<file path="config.mk">
export PLATFORM = sky130hd
export DESIGN_NAME = syscon_flat
export DESIGN_NICKNAME = d
export VERILOG_FILES = /design/src/common/soc_pkg.sv /design/src/common/io_bus_if.sv /design/src/hdl/syscon.sv /design/src/flat_wrapper.sv
export VERILOG_INCLUDE_DIRS = /design/src /design/src/common
export SDC_FILE = /design/constraint.sdc
export NUM_CORES = 1
export LEC_CHECK = 0
export BUFFER_PORTS_ARGS = -buffer_cell sky130_fd_sc_hd__buf_2
export CORE_MARGIN = 2
export CORE_UTILIZATION = 40
export CTS_CLUSTER_SIZE = 12
export DETAILED_ROUTE_END_ITERATION = 7
export GPL_ROUTABILITY_DRIVEN = 0
export PLACE_DENSITY = 0.76
export SLEW_MARGIN = 10
export SYNTH_ARGS = -nofsm -noshare
export SYNTH_HDL_FRONTEND = slang
export SYNTH_SLANG_ARGS = --single-unit
</file>
<file path="constraint.sdc">
create_clock -name clk -period 2.5 [get_ports clk]
set_input_delay 0.5 -clock clk [delete_from_list [all_inputs] [get_ports clk]]
set_output_delay 0.5 -clock clk [all_outputs]
set_load 0.01 [all_outputs]
</file>
<file path="src/common/soc_defs.svh">
// soc address map and sizes
`ifndef SOC_DEFS_SVH
`define SOC_DEFS_SVH

`define ADDR_WIDTH 32
`define DATA_WIDTH 32

// clock and boot ram size
`define SYSTEM_CLK 32'd25_000_000
`define BRAM_WORDS 1024
`define BRAM_ADDR_W $clog2(`BRAM_WORDS)

// uart channels, write goes to tx and read comes from rx
`define NUM_UARTS 2
`define UART_TX_ADDR0 32'h1000_0000
`define UART_RX_ADDR0 32'h1000_0000
`define UART_LSR_ADDR0 32'h1000_0005
`define UART_TX_ADDR1 32'h1000_0100
`define UART_RX_ADDR1 32'h1000_0100
`define UART_LSR_ADDR1 32'h1000_0105

// system control
`define CPU_FREQ_REG_ADDR 32'h1100_0004
`define DIV_ADDR 32'h1100_0008
`define REBOOT_ADDR 32'h1110_0000
`define REBOOT_DATA 16'h7777

// io window, both ends inclusive
`define IO_BASE 32'h1000_0000
`define IO_LAST 32'h1200_0000

`endif

</file>
<file path="src/common/soc_pkg.sv">
// soc bus and uart types
`include "soc_defs.svh"

package soc_pkg;

  // cpu bus
  typedef logic [`ADDR_WIDTH-1:0] bus_addr_t;
  typedef logic [`DATA_WIDTH-1:0] bus_data_t;
  // any strobe bit set means write
  typedef logic [`DATA_WIDTH/8-1:0] bus_strb_t;

  // uart
  typedef logic [7:0] uart_byte_t;
  typedef logic [15:0] uart_div_t;

  typedef struct packed {
    logic       rsvd7;
    logic       tx_empty;
    logic       thr_empty;
    logic [3:0] rsvd;
    logic       rx_ready;
  } lsr_t;

endpackage

</file>
<file path="src/common/io_bus_if.sv">
// router to slave register port
`timescale 1ns/1ps

interface io_bus_if;
  import soc_pkg::*;

  // request, held steady by the router
  logic      sel;
  bus_addr_t addr;
  bus_strb_t wstrb;
  bus_data_t wdata;
  // reply, registered in the slave
  bus_data_t rdata;
  logic      ready;

  modport router (
    output sel, addr, wstrb, wdata,
    input  rdata, ready
  );

  modport slave (
    input  sel, addr, wstrb, wdata,
    output rdata, ready
  );

endinterface

</file>
<file path="src/hdl/syscon.sv">
// system control registers
`timescale 1ns/1ps
`include "soc_defs.svh"

module syscon (
  input  logic               clk,
  input  logic               resetn,
  io_bus_if.slave            bus,
  output soc_pkg::bus_data_t div_o,
  output logic               reboot_o
);
  import soc_pkg::*;

  // register select from address bits 3:2
  localparam logic [1:0] REG_REBOOT = 2'b00;
  localparam logic [1:0] REG_FREQ   = 2'b01;
  localparam logic [1:0] REG_DIV    = 2'b10;

  logic      wr;
  logic      ready_q;
  bus_data_t rdata_q;

  assign wr = |bus.wstrb;

  always_ff @(posedge clk) begin
    if (!resetn) begin
      ready_q  <= 1'b0;
      div_o    <= '0;
      reboot_o <= 1'b0;
    end else begin
      ready_q  <= bus.sel;
      // key write gives a single pulse since sel lasts one cycle
      reboot_o <= bus.sel && wr && (bus.addr[3:2] == REG_REBOOT) &&
                  (bus.wdata[15:0] == `REBOOT_DATA);
      if (bus.sel && (&bus.wstrb) && (bus.addr[3:2] == REG_DIV)) begin
        div_o <= bus.wdata;
      end
    end
  end

  always_ff @(posedge clk) begin
    if (bus.sel) begin
      case (bus.addr[3:2])
        REG_FREQ: rdata_q <= `SYSTEM_CLK;
        REG_DIV:  rdata_q <= div_o;
        default:  rdata_q <= '0;
      endcase
    end
  end

  assign bus.ready = ready_q;
  assign bus.rdata = rdata_q;

endmodule

</file>
<file path="src/flat_wrapper.sv">
// flat-port wrapper written by rule: the top's interface ports become plain ports
module syscon_flat import soc_pkg::*;
  (clk, resetn, div_o, reboot_o, bus_sel, bus_addr, bus_wstrb, bus_wdata, bus_rdata, bus_ready);
  io_bus_if bus_i ();
  input  logic clk;
  input  logic resetn;
  output soc_pkg::bus_data_t div_o;
  output logic reboot_o;
  input wire logic [$bits(bus_i.sel)-1:0] bus_sel;
  input wire logic [$bits(bus_i.addr)-1:0] bus_addr;
  input wire logic [$bits(bus_i.wstrb)-1:0] bus_wstrb;
  input wire logic [$bits(bus_i.wdata)-1:0] bus_wdata;
  output wire logic [$bits(bus_i.rdata)-1:0] bus_rdata;
  output wire logic [$bits(bus_i.ready)-1:0] bus_ready;
  assign bus_i.sel = bus_sel;
  assign bus_i.addr = bus_addr;
  assign bus_i.wstrb = bus_wstrb;
  assign bus_i.wdata = bus_wdata;
  assign bus_rdata = bus_i.rdata;
  assign bus_ready = bus_i.ready;
  syscon u_core (.clk(clk), .resetn(resetn), .bus(bus_i), .div_o(div_o), .reboot_o(reboot_o));
endmodule
</file>
# [Word-level counts from Yosys, hierarchy flattened]
# Index checks and enable logic that the tools add are counted.
[classes] eq_ne=3 muxes=1 n_reduce_logical=8
[op_table] cell="$pmux 32 s2" n=1
[op_table] cell="$eq 16x15->1 const B" n=1
[op_table] cell="$logic_and 1x1->1" n=5
[op_table] cell="$reduce_and 4->1" n=1
[op_table] cell="$reduce_or 4->1" n=1
[op_table] cell="$eq 2x1->1 const B" n=1
[op_table] cell="$eq 2x2->1 const B" n=1
[op_table] cell="$logic_not 2->1" n=1
[totals] reg_bits=66 in_bits=71 out_inout_bits=66

# [Logic depth before layout (Yosys ltp)]
[depth] depth_word=4 depth_mapped=6

# [Worst setup path after synthesis]
# OpenSTA, ideal clock, no wires.
[synth_path] path_type="input-to-reg" startpoint="input port bus_addr[2]" endpoint="register u_core.div_o[10]" t_arrival_ns=1.492 required_time_ns=2.428 slack_ns=0.936 stages=6 cell_sequence="inv_1 ha_1 nand4_1 nor2_2 buf_4 mux2i_1"
[synth_between] elab_chain_len=2
[synth_lines] element="from (decl)" line="flat_wrapper.sv:10" text="input wire logic [$bits(bus_i.addr)-1:0] bus_addr;"
[synth_lines] element="$eq 2x2->1" line="syscon.sv:35" text="if (bus.sel && (&bus.wstrb) && (bus.addr[3:2] == REG_DIV)) begin"
[synth_lines] element="$logic_and 1x1->1" line="syscon.sv:35"
[synth_lines] element="to (signal assigned)" line="syscon.sv:36" text="div_o <= bus.wdata;"
[synth_lines] element="to (decl)" line="syscon.sv:9" text="output soc_pkg::bus_data_t div_o,"
# No other way between the ends.
# A chain may end at the register's enable or synchronous reset.

# [Worst setup path in the final report]
[layout_path] startpoint="input port bus_addr[2]" endpoint="register u_core.div_o[25]"
# Same word-level chain as after synthesis.

==> impl_metrics.json <==
{
  "die_w_um": 85.57,
  "antenna_found_initial": 0,
  "h-tree-depth": 3,
  "routed_wl_mm": 5.834,
  "syn_inst": 238,
  "final_cell_mix": "106 x buf_2, 65 x nand2_1, 34 x dfxtp_1",
  "dp_hpwl_mm": 4.140,
  "skew_ns": 0.009394,
  "firstDrtPassIters": 5,
  "p_leak_uw": 0.001489,
  "num_antenna_cells": 0,
  "crit_required_ns": 2.73,
  "regArea_um2": 1642,
  "setup_viol": 0,
  "clock_latency_ns": 0.32,
  "grt_use_total_pct": 17.32,
  "detailedPlace.worstSlack_ns": 0.6815,
  "grt.overflow.total": 0,
  "critPathMaxFanout": 32,
  "grt_pass1_vias": 2068,
  "die_h_um": 85.57,
  "via_count": 2037,
  "netlist_area_um2": 2661,
  "ios": 137,
  "period_needed_ns": 1.467,
  "synth-adder-area-share_pct": 1.410,
  "synth_ff_type": "dfxtp_1",
  "core_um2": 6386,
  "yosysSeqAreaShare_pct": 61.68,
  "irDropWorstVdd_mv": 0.3299,
  "nNetsFinal": 418,
  "min_path_type": "in -> reg",
  "finalHoldViolCount": 0,
  "ys_types": 21,
  "arrival_ns": 1.70,
  "drive_gt1_share_pct": 35.82,
  "cts.sinks": 66,
  "ys_seq_elements": 66,
  "maxCapViolCount": 0,
  "grt_max_degree": 36,
  "critPathLaunchType": "primary input",
  "fin_area_um2": 3455,
  "layout_commonest_cell": "buf_2",
  "critPathKind": "in -> reg",
  "yosys_warnings": 0,
  "cts_tree": "yes",
  "yosys.area_share.simple_pct": 19.75,
  "muxShareOfSynthArea_pct": 12.04,
  "cts.clk_slew.worst_paths_ns": 0.07,
  "async_reset_ff_share_pct": 0,
  "synth_top_family_by_area": "simple AND/OR/NAND/NOR gates",
  "num_rows": 29,
  "synth_xor_area_share_pct": 0,
  "clk_path_buf_depth": 2,
  "nFillCells": 597,
  "grt_pass1_wl_mm": 9.860,
  "synth-compound-area-share_pct": 2.257,
  "multi_input_area_um2": 948.4,
  "die_area_um2": 7321,
  "start_util_pct": 41.67,
  "viasPerCell": 4.782,
  "drtAntennaViolNets": 0,
  "drt-wirelength-per-cell_um": 13.69,
  "cts_buffers": 9,
  "period_share_pct": 58.69,
  "drtIter0Drc": 95,
  "setup_ws_ns": 1.033,
  "powerDensity_nw_per_um2": 613.8,
  "synth_edf_count": 32,
  "placement.io_buffers": 106,
  "synth_fp_nets": 312,
  "cp-end-kind": "flip-flop",
  "rsz0062_at_grt": "no",
  "slew_headroom_pct": 60.19,
  "placed_area_um2": 3279,
  "tns_ns": 0,
  "post_cts_resized": 0,
  "finish.utilization_pct": 54.09,
  "cts_setup_buffers": 0,
  "clock-root-buffer": "clkbuf_8",
  "drc": 0,
  "area_delta_synth_final_pct": 29.81,
  "avgSynthCellArea_um2": 11.18,
  "postCtsHoldBufs": 0,
  "status": "finished clean",
  "worstMarginPinSlew_ns": 0.5972,
  "slew_viol_final": 0,
  "max_clock_freq_mhz": 681.5
}
per-stage QoR:
step	instances	power, µW	hold WS, ns
3_3_place_gp	410	1362	0.4510
5_1_grt	426	2221	0.4129
3_5_place_dp	410	1366	0.4625
4_1_cts	426	2153	0.3956
6_report	426	2120	0.4166
2_1_floorplan	238	1272	0.4868
synthesized netlist by cell type, drive strengths merged (2+ instances only):
master | number | area (µm²)
inv | 2 | 7.510
clkbuf | 10 | 37.54
nand2 | 65 | 244.0
buf | 5 | 31.27
edfxtp | 32 | 960.9
nand4b | 3 | 26.28
a21oi | 12 | 60.06
mux2i | 32 | 320.3
ha | 3 | 37.54
and2 | 21 | 131.4
nor2b | 12 | 75.07
dfxtp | 34 | 680.7
logic make-up (layout without fill, tap and decap cells):
group                    count (synthesis)  after routing
adder cells (fa/ha/maj)                  3              3
multiplexers                            32             32
AND/OR/NAND/NOR                        108            108
AO/OA/AOI/OAI                           12             12
flip-flops                              66             66
buffers and inverters                   17            128
flip-flops by register name, summed over array words and instances (netlist names):
register,flops
u_core.bus.rdata,32
u_core.div_o,32
u_core.bus.ready,1
u_core.reboot_o,1
power breakdown:
part | leakage [µW] | switching (µW) | internal (µW)
Sequential | 0.000595 | 8.15 | 1160
Combinational | 0.000807 | 99.1 | 70.2
Clock | 0.0000867 | 366 | 414
area by class of cell:
type                       count  share of cell area, %
clock inverter                 2                 0.3622
multi-input combinational    155                  27.45
inverter                       2                 0.2173
sequential                    66                  47.52
timing repair buffer         110                  16.95
clock buffer                  14                  4.708
tap                           77                  2.789
layer usage:
metal / up-vias / wire [µm] / part of all wire (%) / track usage (%)
li1: 1009 / - / - / -
met5: - / 0 / 0 / 0
met2: 68 / 2882 / 49 / 29.47
met3: 2 / 384 / 6.6 / 6.064
met4: 0 / 19 / 0.33 / 3.896
met1: 958 / 2548 / 44 / 21.32
worst max-delay path, cell delays in order:
cell     delay, ns
buf_2         0.10
inv_1         0.07
ha_1          0.22
nand4_1       0.16
nor2_4        0.13
buf_12        0.24
mux2i_1       0.26
final timing paths:
| kind | startpoint | slack (ns) | to | cells past startpoint |
|---|---|---|---|---|
| worst max-delay path | bus_addr[2] | 1.03 | u_core.div_o[25]$_SDFFE_PN0P_ | 7 |
| worst min-delay path | bus_wdata[20] | 0.42 | u_core.div_o[20]$_SDFFE_PN0P_ | 3 |
| worst min register to register | u_core.div_o[4]$_SDFFE_PN0P_ | 0.47 | u_core.div_o[4]$_SDFFE_PN0P_ | 2 |
| worst max register to register | u_core.div_o[19]$_SDFFE_PN0P_ | 1.71 | u_core.bus.rdata[19]$_DFFE_PP_ | 2 |
(Power assumes the default switching activity.)
