<file path="config.mk">
export PLATFORM = sky130hd
export DESIGN_NAME = uart_channel_flat
export DESIGN_NICKNAME = d
export VERILOG_FILES = /design/src/common/soc_pkg.sv /design/src/common/io_bus_if.sv /design/src/uart/uart_tx.sv /design/src/uart/uart_rx.sv /design/src/uart/uart_channel.sv /design/src/flat_wrapper.sv
export VERILOG_INCLUDE_DIRS = /design/src /design/src/common
export SDC_FILE = /design/constraint.sdc
export NUM_CORES = 1
export LEC_CHECK = 0
export BUFFER_PORTS_ARGS = -buffer_cell sky130_fd_sc_hd__buf_2
export CELL_PAD_IN_SITES_DETAIL_PLACEMENT = 1
export CELL_PAD_IN_SITES_GLOBAL_PLACEMENT = 2
export CORE_MARGIN = 4
export CORE_UTILIZATION = 32
export CTS_CLUSTER_SIZE = 24
export DETAILED_ROUTE_END_ITERATION = 8
export PLACE_DENSITY = 0.92
export REMOVE_ABC_BUFFERS = 1
export SETUP_SLACK_MARGIN = 0.02
export SYNTH_ARGS = -nofsm -noshare
export SYNTH_HDL_FRONTEND = slang
export SYNTH_SLANG_ARGS = --single-unit
</file>
<file path="constraint.sdc">
create_clock -name clk -period 3.9 [get_ports clk]
set_input_delay 0.195 -clock clk [delete_from_list [all_inputs] [get_ports clk]]
set_output_delay 0.195 -clock clk [all_outputs]
set_load 0.01 [all_outputs]
</file>
<file path="src/common/soc_defs.svh">
// soc address map and sizes
`ifndef SOC_DEFS_SVH
`define SOC_DEFS_SVH

`define ADDR_WIDTH 32
`define DATA_WIDTH 32

// clock and boot ram size
`define SYSTEM_CLK 32'd25_000_000
`define BRAM_WORDS 1024
`define BRAM_ADDR_W $clog2(`BRAM_WORDS)

// uart channels, write goes to tx and read comes from rx
`define NUM_UARTS 2
`define UART_TX_ADDR0 32'h1000_0000
`define UART_RX_ADDR0 32'h1000_0000
`define UART_LSR_ADDR0 32'h1000_0005
`define UART_TX_ADDR1 32'h1000_0100
`define UART_RX_ADDR1 32'h1000_0100
`define UART_LSR_ADDR1 32'h1000_0105

// system control
`define CPU_FREQ_REG_ADDR 32'h1100_0004
`define DIV_ADDR 32'h1100_0008
`define REBOOT_ADDR 32'h1110_0000
`define REBOOT_DATA 16'h7777

// io window, both ends inclusive
`define IO_BASE 32'h1000_0000
`define IO_LAST 32'h1200_0000

`endif

</file>
<file path="src/common/soc_pkg.sv">
// soc bus and uart types
`include "soc_defs.svh"

package soc_pkg;

  // cpu bus
  typedef logic [`ADDR_WIDTH-1:0] bus_addr_t;
  typedef logic [`DATA_WIDTH-1:0] bus_data_t;
  // any strobe bit set means write
  typedef logic [`DATA_WIDTH/8-1:0] bus_strb_t;

  // uart
  typedef logic [7:0] uart_byte_t;
  typedef logic [15:0] uart_div_t;

  typedef struct packed {
    logic       rsvd7;
    logic       tx_empty;
    logic       thr_empty;
    logic [3:0] rsvd;
    logic       rx_ready;
  } lsr_t;

endpackage

</file>
<file path="src/common/io_bus_if.sv">
// router to slave register port
`timescale 1ns/1ps

interface io_bus_if;
  import soc_pkg::*;

  // request, held steady by the router
  logic      sel;
  bus_addr_t addr;
  bus_strb_t wstrb;
  bus_data_t wdata;
  // reply, registered in the slave
  bus_data_t rdata;
  logic      ready;

  modport router (
    output sel, addr, wstrb, wdata,
    input  rdata, ready
  );

  modport slave (
    input  sel, addr, wstrb, wdata,
    output rdata, ready
  );

endinterface

</file>
<file path="src/uart/uart_tx.sv">
// uart 8n1 transmitter
`timescale 1ns/1ps

module uart_tx (
  input  logic                clk,
  input  logic                resetn,
  input  logic                start_i,
  input  soc_pkg::uart_byte_t data_i,
  input  soc_pkg::uart_div_t  div_i,
  output logic                tx_o,
  output logic                busy_o
);
  import soc_pkg::*;

  uart_div_t  cnt;
  logic [3:0] bits_left;
  // stop bit sits above the data byte
  logic [8:0] shreg;

  always_ff @(posedge clk) begin
    if (!resetn) begin
      tx_o      <= 1'b1;
      busy_o    <= 1'b0;
      cnt       <= '0;
      bits_left <= '0;
    end else if (!busy_o) begin
      // start bit goes out right away
      if (start_i) begin
        tx_o      <= 1'b0;
        busy_o    <= 1'b1;
        cnt       <= '0;
        bits_left <= 4'd9;
        shreg     <= {1'b1, data_i};
      end
    end else if (cnt == div_i - 1'b1) begin
      cnt <= '0;
      if (bits_left != 4'd0) begin
        tx_o      <= shreg[0];
        shreg     <= {1'b1, shreg[8:1]};
        bits_left <= bits_left - 1'b1;
      end else begin
        // end of stop bit
        busy_o <= 1'b0;
      end
    end else begin
      cnt <= cnt + 1'b1;
    end
  end

endmodule

</file>
<file path="src/uart/uart_rx.sv">
// uart 8n1 receiver
`timescale 1ns/1ps

module uart_rx (
  input  logic               clk,
  input  logic               resetn,
  input  logic               rx_i,
  input  soc_pkg::uart_div_t div_i,
  input  logic               pop_i,
  output soc_pkg::bus_data_t data_o,
  output logic               valid_o
);
  import soc_pkg::*;

  typedef enum logic [1:0] {
    S_IDLE,
    S_START,
    S_DATA,
    S_STOP
  } rx_state_t;

  rx_state_t  state;
  logic [1:0] sync_q;
  logic       rx_s;
  uart_div_t  cnt;
  logic [2:0] bit_idx;
  uart_byte_t shreg;
  uart_byte_t hold;

  assign rx_s   = sync_q[1];
  assign data_o = valid_o ? bus_data_t'(hold) : '1;

  always_ff @(posedge clk) begin
    if (!resetn) begin
      sync_q  <= 2'b11;
      state   <= S_IDLE;
      cnt     <= '0;
      bit_idx <= '0;
      valid_o <= 1'b0;
    end else begin
      sync_q <= {sync_q[0], rx_i};
      if (pop_i) begin
        valid_o <= 1'b0;
      end
      case (state)
        S_IDLE: begin
          cnt <= '0;
          if (!rx_s) begin
            state <= S_START;
          end
        end
        // half a bit in to land mid start bit
        S_START: begin
          if (cnt == (div_i >> 1) - 1'b1) begin
            cnt     <= '0;
            bit_idx <= '0;
            state   <= rx_s ? S_IDLE : S_DATA;
          end else begin
            cnt <= cnt + 1'b1;
          end
        end
        S_DATA: begin
          if (cnt == div_i - 1'b1) begin
            cnt     <= '0;
            shreg   <= {rx_s, shreg[7:1]};
            bit_idx <= bit_idx + 1'b1;
            if (bit_idx == 3'd7) begin
              state <= S_STOP;
            end
          end else begin
            cnt <= cnt + 1'b1;
          end
        end
        S_STOP: begin
          if (cnt == div_i - 1'b1) begin
            cnt   <= '0;
            state <= S_IDLE;
            // new byte overwrites a full holding register
            if (rx_s) begin
              hold    <= shreg;
              valid_o <= 1'b1;
            end
          end else begin
            cnt <= cnt + 1'b1;
          end
        end
        default: state <= S_IDLE;
      endcase
    end
  end

endmodule

</file>
<file path="src/uart/uart_channel.sv">
// uart register slave
`timescale 1ns/1ps

module uart_channel (
  input  logic               clk,
  input  logic               resetn,
  io_bus_if.slave            bus,
  input  soc_pkg::uart_div_t div_i,
  output logic               tx_o,
  input  logic               rx_i
);
  import soc_pkg::*;

  logic      wr;
  logic      is_lsr;
  logic      tx_start;
  logic      rx_pop;
  logic      tx_busy;
  logic      rx_valid;
  bus_data_t rx_data;
  lsr_t      lsr;
  logic      ready_q;
  bus_data_t rdata_q;

  // bit 2 splits lsr from the tx/rx data register
  assign wr       = |bus.wstrb;
  assign is_lsr   = bus.addr[2];
  assign tx_start = bus.sel && wr && !is_lsr;
  assign rx_pop   = bus.sel && !wr && !is_lsr;

  always_comb begin
    lsr           = '0;
    lsr.rx_ready  = rx_valid;
    lsr.thr_empty = !tx_busy;
    lsr.tx_empty  = !tx_busy;
  end

  always_ff @(posedge clk) begin
    if (!resetn) begin
      ready_q <= 1'b0;
    end else begin
      ready_q <= bus.sel;
    end
  end

  // rx byte captured before the pop clears it
  always_ff @(posedge clk) begin
    if (bus.sel) begin
      if (wr) begin
        rdata_q <= '0;
      end else if (is_lsr) begin
        rdata_q <= {16'b0, lsr, 8'b0};
      end else begin
        rdata_q <= rx_data;
      end
    end
  end

  assign bus.ready = ready_q;
  assign bus.rdata = rdata_q;

  uart_tx u_uart_tx (
    .clk    (clk),
    .resetn (resetn),
    .start_i(tx_start),
    .data_i (uart_byte_t'(bus.wdata[7:0])),
    .div_i  (div_i),
    .tx_o   (tx_o),
    .busy_o (tx_busy)
  );

  uart_rx u_uart_rx (
    .clk    (clk),
    .resetn (resetn),
    .rx_i   (rx_i),
    .div_i  (div_i),
    .pop_i  (rx_pop),
    .data_o (rx_data),
    .valid_o(rx_valid)
  );

endmodule

</file>
<file path="src/flat_wrapper.sv">
// flat-port wrapper written by rule: the top's interface ports become plain ports
module uart_channel_flat import soc_pkg::*;
  (clk, resetn, div_i, tx_o, rx_i, bus_sel, bus_addr, bus_wstrb, bus_wdata, bus_rdata, bus_ready);
  io_bus_if bus_i ();
  input  logic clk;
  input  logic resetn;
  input  soc_pkg::uart_div_t div_i;
  output logic tx_o;
  input  logic rx_i;
  input wire logic [$bits(bus_i.sel)-1:0] bus_sel;
  input wire logic [$bits(bus_i.addr)-1:0] bus_addr;
  input wire logic [$bits(bus_i.wstrb)-1:0] bus_wstrb;
  input wire logic [$bits(bus_i.wdata)-1:0] bus_wdata;
  output wire logic [$bits(bus_i.rdata)-1:0] bus_rdata;
  output wire logic [$bits(bus_i.ready)-1:0] bus_ready;
  assign bus_i.sel = bus_sel;
  assign bus_i.addr = bus_addr;
  assign bus_i.wstrb = bus_wstrb;
  assign bus_i.wdata = bus_wdata;
  assign bus_rdata = bus_i.rdata;
  assign bus_ready = bus_i.ready;
  uart_channel u_core (.clk(clk), .resetn(resetn), .bus(bus_i), .div_i(div_i), .tx_o(tx_o), .rx_i(rx_i));
endmodule
</file>
# Word-level counts from Yosys, hierarchy flattened
# Index checks and enable logic that the tools add are counted.
totals:
  regBits: 104
classes:
  eq_ne: 14
  mux: 38
  add_sub_neg: 6
  n_reduce_logical: 20
op_table:
  columns: ["cell", "count"]
  rows:
  - ["16-bit two-way mux", 5]
  - ["16-bit equality test", 3]
  - ["16-bit case mux with 3 select lines", 1]
  - ["9-bit two-way mux", 4]
  - ["16-bit by 1-bit adder with 16-bit output, second input constant", 2]
  - ["32-bit two-way mux", 1]
  - ["4-bit two-way mux", 4]
  - ["15-bit by 1-bit subtractor with 16-bit output, second input constant", 1]
  - ["16-bit by 1-bit subtractor with 16-bit output, second input constant", 1]
  - ["15-bit two-way mux", 1]
  - ["1-bit two-way mux", 12]
  - ["2-bit two-way mux", 6]
  - ["2-bit != test, second input constant", 5]
  - ["3-bit AND reduction", 3]
  - ["2-bit case mux with 4 select lines", 1]
  - ["4-bit AND reduction", 2]
  - ["3-bit two-way mux", 2]
  - ["3-bit case mux with 2 select lines", 1]
  - ["5-bit AND reduction", 1]
  - ["5-bit OR reduction", 1]
  - ["2-bit equality test, second input constant", 2]
  - ["1-bit logical AND", 4]
  - ["2-bit by 1-bit != test with 1-bit output, second input constant", 2]
  - ["2-bit nonzero test", 2]
  - ["9 further kinds", 11]

# Longest topological paths before layout
# Gate-level depths: netlist of the first run.
depth:
  word_depth: 8
  mapped_depth: 14
  mapped_depth_nobuf: 10

# Modules after synthesis
# Synthesis of the first run repeated with hierarchy kept, for this count alone.
unflattened:
  cells_unflattened: 665
  area_unflattened_um2: 6698.9
modules_own_cells:
  columns: ["module", "instances", "cells_each", "area_each_um2", "seq_area_each_um2"]
  rows:
  - ["uart_rx", 1, 342, 3071.7, 960.9]
  - ["uart_tx", 1, 243, 2125.8, 680.7]
  - ["uart_channel", 1, 80, 1501.4, 980.9]

# Worst setup path before layout of the first run
# OpenSTA, ideal clock, no wires.
synth_timing:
  path_type: "in2reg"
  from: "input port div_i[0]"
  to: "register u_core.u_uart_tx.shreg[0], enable pin"
  arrival_time_ps: 3117
  cell_stages: 11
  path_slack_ps: 451
  path_cell_list: "inv_1 ha_1 or3b_2 nor3_2 xnor2_1 o22ai_1 or4_1 or4_1 buf_4 nand2_1 and3_1"
synth_between:
  elab_chain_len: 4
synth_lines:
  columns: ["element", "line_no", "source"]
  rows:
  - ["start: declaration", "flat_wrapper.sv:7", "input soc_pkg::uart_div_t div_i;"]
  - ["16-bit by 1-bit subtractor with 16-bit output", "uart_tx.sv:35", "end else if (cnt == div_i - 1'b1) begin"]
  - ["16-bit equality test", "uart_tx.sv:35", null]
  - ["2-bit by 1-bit != test with 1-bit output (no line)", null, null]
  - ["4-bit AND reduction (no line)", null, null]
  - ["end signal: assignment", "uart_tx.sv:33", "shreg <= {1'b1, data_i};"]
  - ["end signal: assignment", "uart_tx.sv:39", "shreg <= {1'b1, shreg[8:1]};"]
  - ["end: declaration", "uart_tx.sv:18", "logic [8:0] shreg;"]
# Every way passes these cells.
# A chain may end at the register's enable or synchronous reset.

# Worst setup path after layout of the first run
layout_timing:
  from: "input port div_i[0]"
  to: "register u_core.u_uart_rx.hold[2], enable pin"
layout_between:
  elab_chain_len: 3
layout_lines:
  columns: ["element", "line_no", "source"]
  rows:
  - ["16-bit by 1-bit subtractor with 16-bit output", "uart_rx.sv:75", "if (cnt == div_i - 1'b1) begin"]
  - ["16-bit equality test", "uart_rx.sv:75", null]
  - ["4-bit AND reduction (no line)", null, null]
  - ["end signal: assignment", "uart_rx.sv:80", "hold <= shreg;"]
  - ["end: declaration", "uart_rx.sv:28", "uart_byte_t hold;"]
# Every way passes these cells.

==> results of run 1 <==
-- sequential cells by signal (all words and copies together), names as in the netlist, 2 cells and up, named ones only --
signal	count
u_core.u_uart_rx.sync_q	2
u_core.u_uart_rx.bit_idx	3
u_core.u_uart_tx.shreg	8
u_core.u_uart_tx.bits_left	4
u_core.bus.rdata	11
u_core.u_uart_tx.cnt	16
u_core.u_uart_rx.cnt	16
u_core.u_uart_rx.shreg	8
u_core.u_uart_rx.hold	8
-- layout make-up --
cell class	count	area (sq um)	share of cell area
clock inverters	7	65.06	0.01039
well taps	225	281.5	0.04495
multi-input cells	476	3122	0.4984
repair buffers	87	488.0	0.07791
inverters	24	90.09	0.01438
flip-flops and latches	82	1992	0.3180
clock buffers	9	225.2	0.03596
-- path summary, 6_finish.rpt --
check,slack [ns],to,start
setup / recovery,0.37,u_core.u_uart_rx.hold[2]$_DFFE_PP_,div_i[0]
hold reg to reg,0.41,u_core.u_uart_rx.sync_q[1]$_SDFF_PN1_,u_core.u_uart_rx.sync_q[0]$_SDFF_PN1_
hold / removal,0.02,u_core.u_uart_rx.sync_q[0]$_SDFF_PN1_,rx_i
setup reg to reg,0.78,u_core.u_uart_tx.shreg[1]$_DFFE_PP_,u_core.u_uart_tx.cnt[5]$_SDFFE_PN0P_
-- critical path: stages --
cell and delay [ns]:
buf_2 0.14, inv_1 0.10, ha_1 0.25, or3b_2 0.54
nor3_2 0.32, buf_4 0.21, nor2_1 0.04, a221o_1 0.26
nor4_1 0.37, buf_4 0.19, nor4bb_1 0.27, buf_4 0.16
and4_1 0.23, and2_1 0.14, buf_4 0.17
-- cell usage after synthesis (8+ instances only) --
library cell and n:
a21oi_1 16, a31oi_1 10, and3_1 12, buf_2 8
buf_4 22, clkbuf_1 43, dfxtp_1 47, edfxtp_1 35
inv_1 24, mux2_2 9, nand2_1 55, nand2b_1 14
nand3_1 38, nand4_1 13, nor2_1 53, nor2b_1 18
nor3_1 17, nor4_1 11, o21ai_0 21, or4_1 9
xnor2_1 50, xor2_1 21
-- cells by family (layout without fill, tap and decap cells) --
logic type               after synthesis  after routing  synth area share
AND/OR/NAND/NOR                      286            286            0.2789
buffers and inverters                100            127           0.08507
AO/OA/AOI/OAI                         94             94            0.1153
flip-flops                            82             82            0.3564
XOR/XNOR                              72             72            0.1153
multiplexers                          17             17           0.03336
adder cells (fa/ha/maj)                7              7           0.01567
-- power breakdown --
| part | leakage [nW] | switching [mW] | internal [mW] |
|---|---|---|---|
| Clock | 0.141 | 0.406 | 0.449 |
| Sequential | 0.703 | 0.0172 | 0.911 |
| Combinational | 1.42 | 0.141 | 0.0997 |
-- per-layer routing --
| layer | vias to the layer above | wire (microns) | global-route usage |
|---|---|---|---|
| li1 | 2357 | - | - |
| met1 | 2285 | 6736 | 0.1898 |
| met2 | 73 | 6886 | 0.2530 |
| met3 | 7 | 575 | 0.03721 |
| met4 | 0 | 148 | 0.03009 |
| met5 | - | 0 | 0 |
-- stage by stage --
| stage | instances | setup WS [ns] | TNS (ns) | util |
|---|---|---|---|---|
| 3_5_place_dp | 894 | -0.007553 | -0.05927 | 0.3465 |
| 4_1_cts | 910 | 0.3505 | 0 | 0.3634 |
| 3_3_place_gp | 894 | -0.03293 | -0.2624 | 0.3465 |
| 5_1_grt | 910 | 0.1339 | 0 | 0.3634 |
| 2_1_floorplan | 582 | 0.2904 | 0 | - |
| 6_report | 910 | 0.3727 | 0 | 0.3634 |
==> metrics, run 1 <==
run status=completed; most common cell after layout, fill and taps aside=buf_2; Synth Flop Type=dfxtp_1; die height=140.2 microns; RSZ-0062 raised after global routing=no; number of buffers created by CTS=9; initial antenna violation count=0; count of flip-flops with a built-in enable after synthesis=35; Nets=between 700 and 800; Worst Path Required=3.96 ns; total gr overflow=0; Pre-antenna DRT Iters=4; Max transition margin=0.4267; Syn Std Cell Area=between 5000 and 6000 sq um; synthesized area per cell=8.494 sq um; Ys Warns=0; crit path capture type=flip-flop; Syn Inst Count=between 600 and 700; Via-to-Cell Ratio=5.189; Clock Tree Root=clkbuf_16; # IOs=122; Via Count=4,722; Max Root-Sink Buffers=2; Synth area leader=edfxtp_1; most frequent cells in the layout=buf_2, nand2_1, nor2_1; hold buffers post-CTS=0; pwr dens=approximately 320 nW/um^2; Peak VDD IR=~0.18 mV; maxcap violations=0; Total Power=~2.0 mW; Min Hold Slack=0.02208 ns; clock latency on the worst-skew pair=0.35 ns; Antenna Nets Post-Route=0; hold path depth=2; Yosys top cell area share=0.1880; vias in the first global route=4,694; CTS tree=done; design area=6264 sq um; worst slew pin tran=0.8534 ns; IO buf count=66; dpl hpwl=10,620 microns; Final setup violation count=0; critical path startpoint category=input port; Seq cells post-synth=82; hold crit path type=input port to flip-flop; chip width=between 100 and 150 microns; Resize count post-CTS=0; top post-synthesis cells by area=edfxtp_1, dfxtp_1, xnor2_1; Worst EP arrival=~3.6 ns; count of cell types in the netlist=69; placed cell areas=5973 sq um; WL/cell=between 15 and 20 microns; first-pass GRT wire length=23,810 microns; LEAKAGE=around 2.3 nW; H-tree Lvls=3; max frequency=283.5 MHz; post-synthesis sequential area ratio=0.3564; fin. max-slew vios=0; Crit Path Class=input port to flip-flop; # fillers=2,038; Die Area=19,640 sq um; share of flip-flops with an asynchronous set or reset=0; share of post-route cells with drive strength above 1=0.1839; Tot GR Track Use=0.1480; synth-to-layout area growth=12.07%; first-iteration detailed-routing DRC count=between 200 and 250; Final Hold Vio Count=0; CP max FO=8; period utilization=0.9044; Clock Skews=0.008636 ns; row count=48; drt total wl=14,350 microns; largest net degree at the start of global routing=39; clock transition at the registers of the reported paths=0.07 ns; ant diodes=0; Post-CTS Setup Inserts=0; placer congestion estimate=0.7996; Core ar.=17,240 sq um; starting density of the core=0.3243; R2R cell count=8; Sink Count=82; Min Clock Period, post-route=3.527 ns; Post-route DRC=0
No activity file was read; power rests on OpenSTA's default activity.
==> inputs of run 2 (changes only) <==
--- a/config.mk
+++ b/config.mk
@@ -7,13 +7,14 @@
 export NUM_CORES = 1
 export LEC_CHECK = 0
 export BUFFER_PORTS_ARGS = -buffer_cell sky130_fd_sc_hd__buf_2
+export CAP_MARGIN = 20
 export CELL_PAD_IN_SITES_DETAIL_PLACEMENT = 1
-export CELL_PAD_IN_SITES_GLOBAL_PLACEMENT = 2
+export CELL_PAD_IN_SITES_GLOBAL_PLACEMENT = 1
 export CORE_MARGIN = 4
-export CORE_UTILIZATION = 32
+export CORE_UTILIZATION = 37
 export CTS_CLUSTER_SIZE = 24
 export DETAILED_ROUTE_END_ITERATION = 8
-export PLACE_DENSITY = 0.92
+export PLACE_DENSITY = 0.86
 export REMOVE_ABC_BUFFERS = 1
 export SETUP_SLACK_MARGIN = 0.02
 export SYNTH_ARGS = -nofsm -noshare
==> run 2 against run 1 <==
  * Design area fell by 0.98%
  * Register-to-register slack got worse by 0.11 ns
  * Clock-buffer cell count did not move
  * Combinational power rose by 2%
  * Sequential share of layout area rose by 0.31 points
  * Critical path depth fell by 3
  * Sequential power barely moved
  * First-iteration DRC count rose by 18%
  * Via count rose by 4.0%
  * Fmax fell by 2.5%
  * Clock power barely moved
  * Wire length rose by 5.9%
  * Critical path type unchanged
==> metrics, run 2 (synthesis gave the netlist of run 1 again) <==
run status=completed; Via-to-Cell Ratio=5.663; H-tree Lvls=3; hold buffers post-CTS=0; R2R cell count=9; number of buffers created by CTS=9; Peak VDD IR=roughly 0.25 mV; CP max FO=11; share of post-route cells with drive strength above 1=0.1816; die height=130.9 microns; WL/cell=roughly 18 microns; Max transition margin=0.4749; maxcap violations=0; row count=44; Min Clock Period, post-route=around 3.6 ns; fin. max-slew vios=0; Post-Place Cells=~850; most frequent cells in the layout=buf_2, nand2_1, nor2_1; total gr overflow=0; GR met1 Demand/Resource=0.2155; hold crit path type=input port to flip-flop; Total Power=between 2 and 2.5 mW; worst slack at placement=-0.02665 ns; ant diodes=0; clock latency on the worst-skew pair=0.36 ns; largest net degree at the start of global routing=39; Final setup violation count=0; Worst Path Required=just over 4 ns; GR Layer Usage met3=0.04146; chip width=130.9 microns; reg-to-reg slack, setup=0.67 ns; first-iteration detailed-routing DRC count=281; placed cell areas=5907 sq um; first-pass GRT wire length=around 25,000 microns; LEAKAGE=2.251 nW; Clock Skews=0.008983 ns; Worst EP arrival=around 3.8 ns; reg2reg end=u_core.u_uart_tx.cnt[15]$_SDFFE_PN0P_; most common cell after layout, fill and taps aside=buf_2; Clock Tree Root=clkbuf_16; # IOs=around 120; initial antenna violation count=0; Core ar.=approximately 15,000 sq um; Max Root-Sink Buffers=2; starting density of the core=0.3817; met2 Use GR=0.3173; period utilization=0.9275; crit path launch=div_i[0]; Final Hold Vio Count=0; Tot GR Track Use=0.1828; Sink Count=around 80; dpl hpwl=11,430 microns; # fillers=1,756; fin worst setup slack=0.2827 ns; Worst R2R Start=u_core.u_uart_tx.cnt[5]$_SDFFE_PN0P_; Resize count post-CTS=0; Nets=773; critical path startpoint category=input port; vias in the first global route=just over 5k; Non-Filler Instances=867; Pre-antenna DRT Iters=4; RSZ-0062 raised after global routing=no; Die Area=17,140 sq um; design area=6202 sq um; Top Usage Layer GRT=met2; Via Count=4,910; max frequency=276.4 MHz; Post-CTS Setup Inserts=0; Post-route DRC=0; crit path capture type=flip-flop; critical path endpoint=u_core.u_uart_tx.cnt[15]$_SDFFE_PN0P_; drt total wl=15,190 microns; IO buf count=66; Antenna Nets Post-Route=0; placer congestion estimate=~0.88; Setup TNS Final=0 ns; CTS tree=done; synth-to-layout area growth=10.97%; worst slew pin tran=0.7866 ns; clock transition at the registers of the reported paths=approximately 0.07 ns; Crit Path Class=input port to flip-flop; pwr dens=326.7 nW/um^2
## run 2: worst min path at each step
stage	slack, ns	cells past startpoint	start	to
2_1_floorplan	0.27	1	resetn	u_core.u_uart_tx.tx_o$_SDFFE_PN1P_
3_3_place_gp	0.39	2	rx_i	u_core.u_uart_rx.sync_q[0]$_SDFF_PN1_
3_5_place_dp	0.40	2	rx_i	u_core.u_uart_rx.sync_q[0]$_SDFF_PN1_
4_1_cts	0.03	2	rx_i	u_core.u_uart_rx.sync_q[0]$_SDFF_PN1_
5_1_grt	0.03	2	rx_i	u_core.u_uart_rx.sync_q[0]$_SDFF_PN1_
6_report	0.03	2	rx_i	u_core.u_uart_rx.sync_q[0]$_SDFF_PN1_
## run 2: final cells by class
cell class,count,area (sq um),share of cell area
well taps,184,230.2,0.03712
multi-input cells,476,3122,0.5033
inverters,24,90.09,0.01452
clock buffers,9,225.2,0.03631
clock inverters,7,70.07,0.01130
flip-flops and latches,82,1992,0.3212
repair buffers,85,473.0,0.07626
## run 2: report_power, final
part | internal [mW] | switching [mW] | total [mW]
Combinational | 0.0993 | 0.145 | 0.245
Clock | 0.450 | 0.402 | 0.853
Sequential | 0.911 | 0.0175 | 0.929
Total | 1.46 | 0.565 | 2.03
## run 2: critical path: stages
cell	delay, ns
buf_2	0.14
inv_1	0.12
ha_1	0.19
or3b_2	0.50
nor3_2	0.49
xnor2_1	0.23
o22ai_1	0.14
or4_1	0.55
or4_1	0.59
buf_4	0.19
nand2_1	0.29
o311ai_0	0.20
## run 2: layer usage
layer / up-vias / routed length [microns] / share of wire
met5: - / 0 / 0
met4: 0 / 539 / 0.035
met3: 40 / 629 / 0.041
met2: 116 / 7483 / 0.49
met1: 2411 / 6535 / 0.43
li1: 2343 / - / -
## run 2: through the flow
| stage | utilization | hold WS, ns |
|---|---|---|
| final | 0.4235 | 0.02992 |
| after global placement | 0.4034 | 0.3927 |
| after detailed placement | 0.4034 | 0.4031 |
| after CTS | 0.4235 | 0.02593 |
| after floorplan | - | 0.2668 |
| after global routing | 0.4235 | 0.03342 |
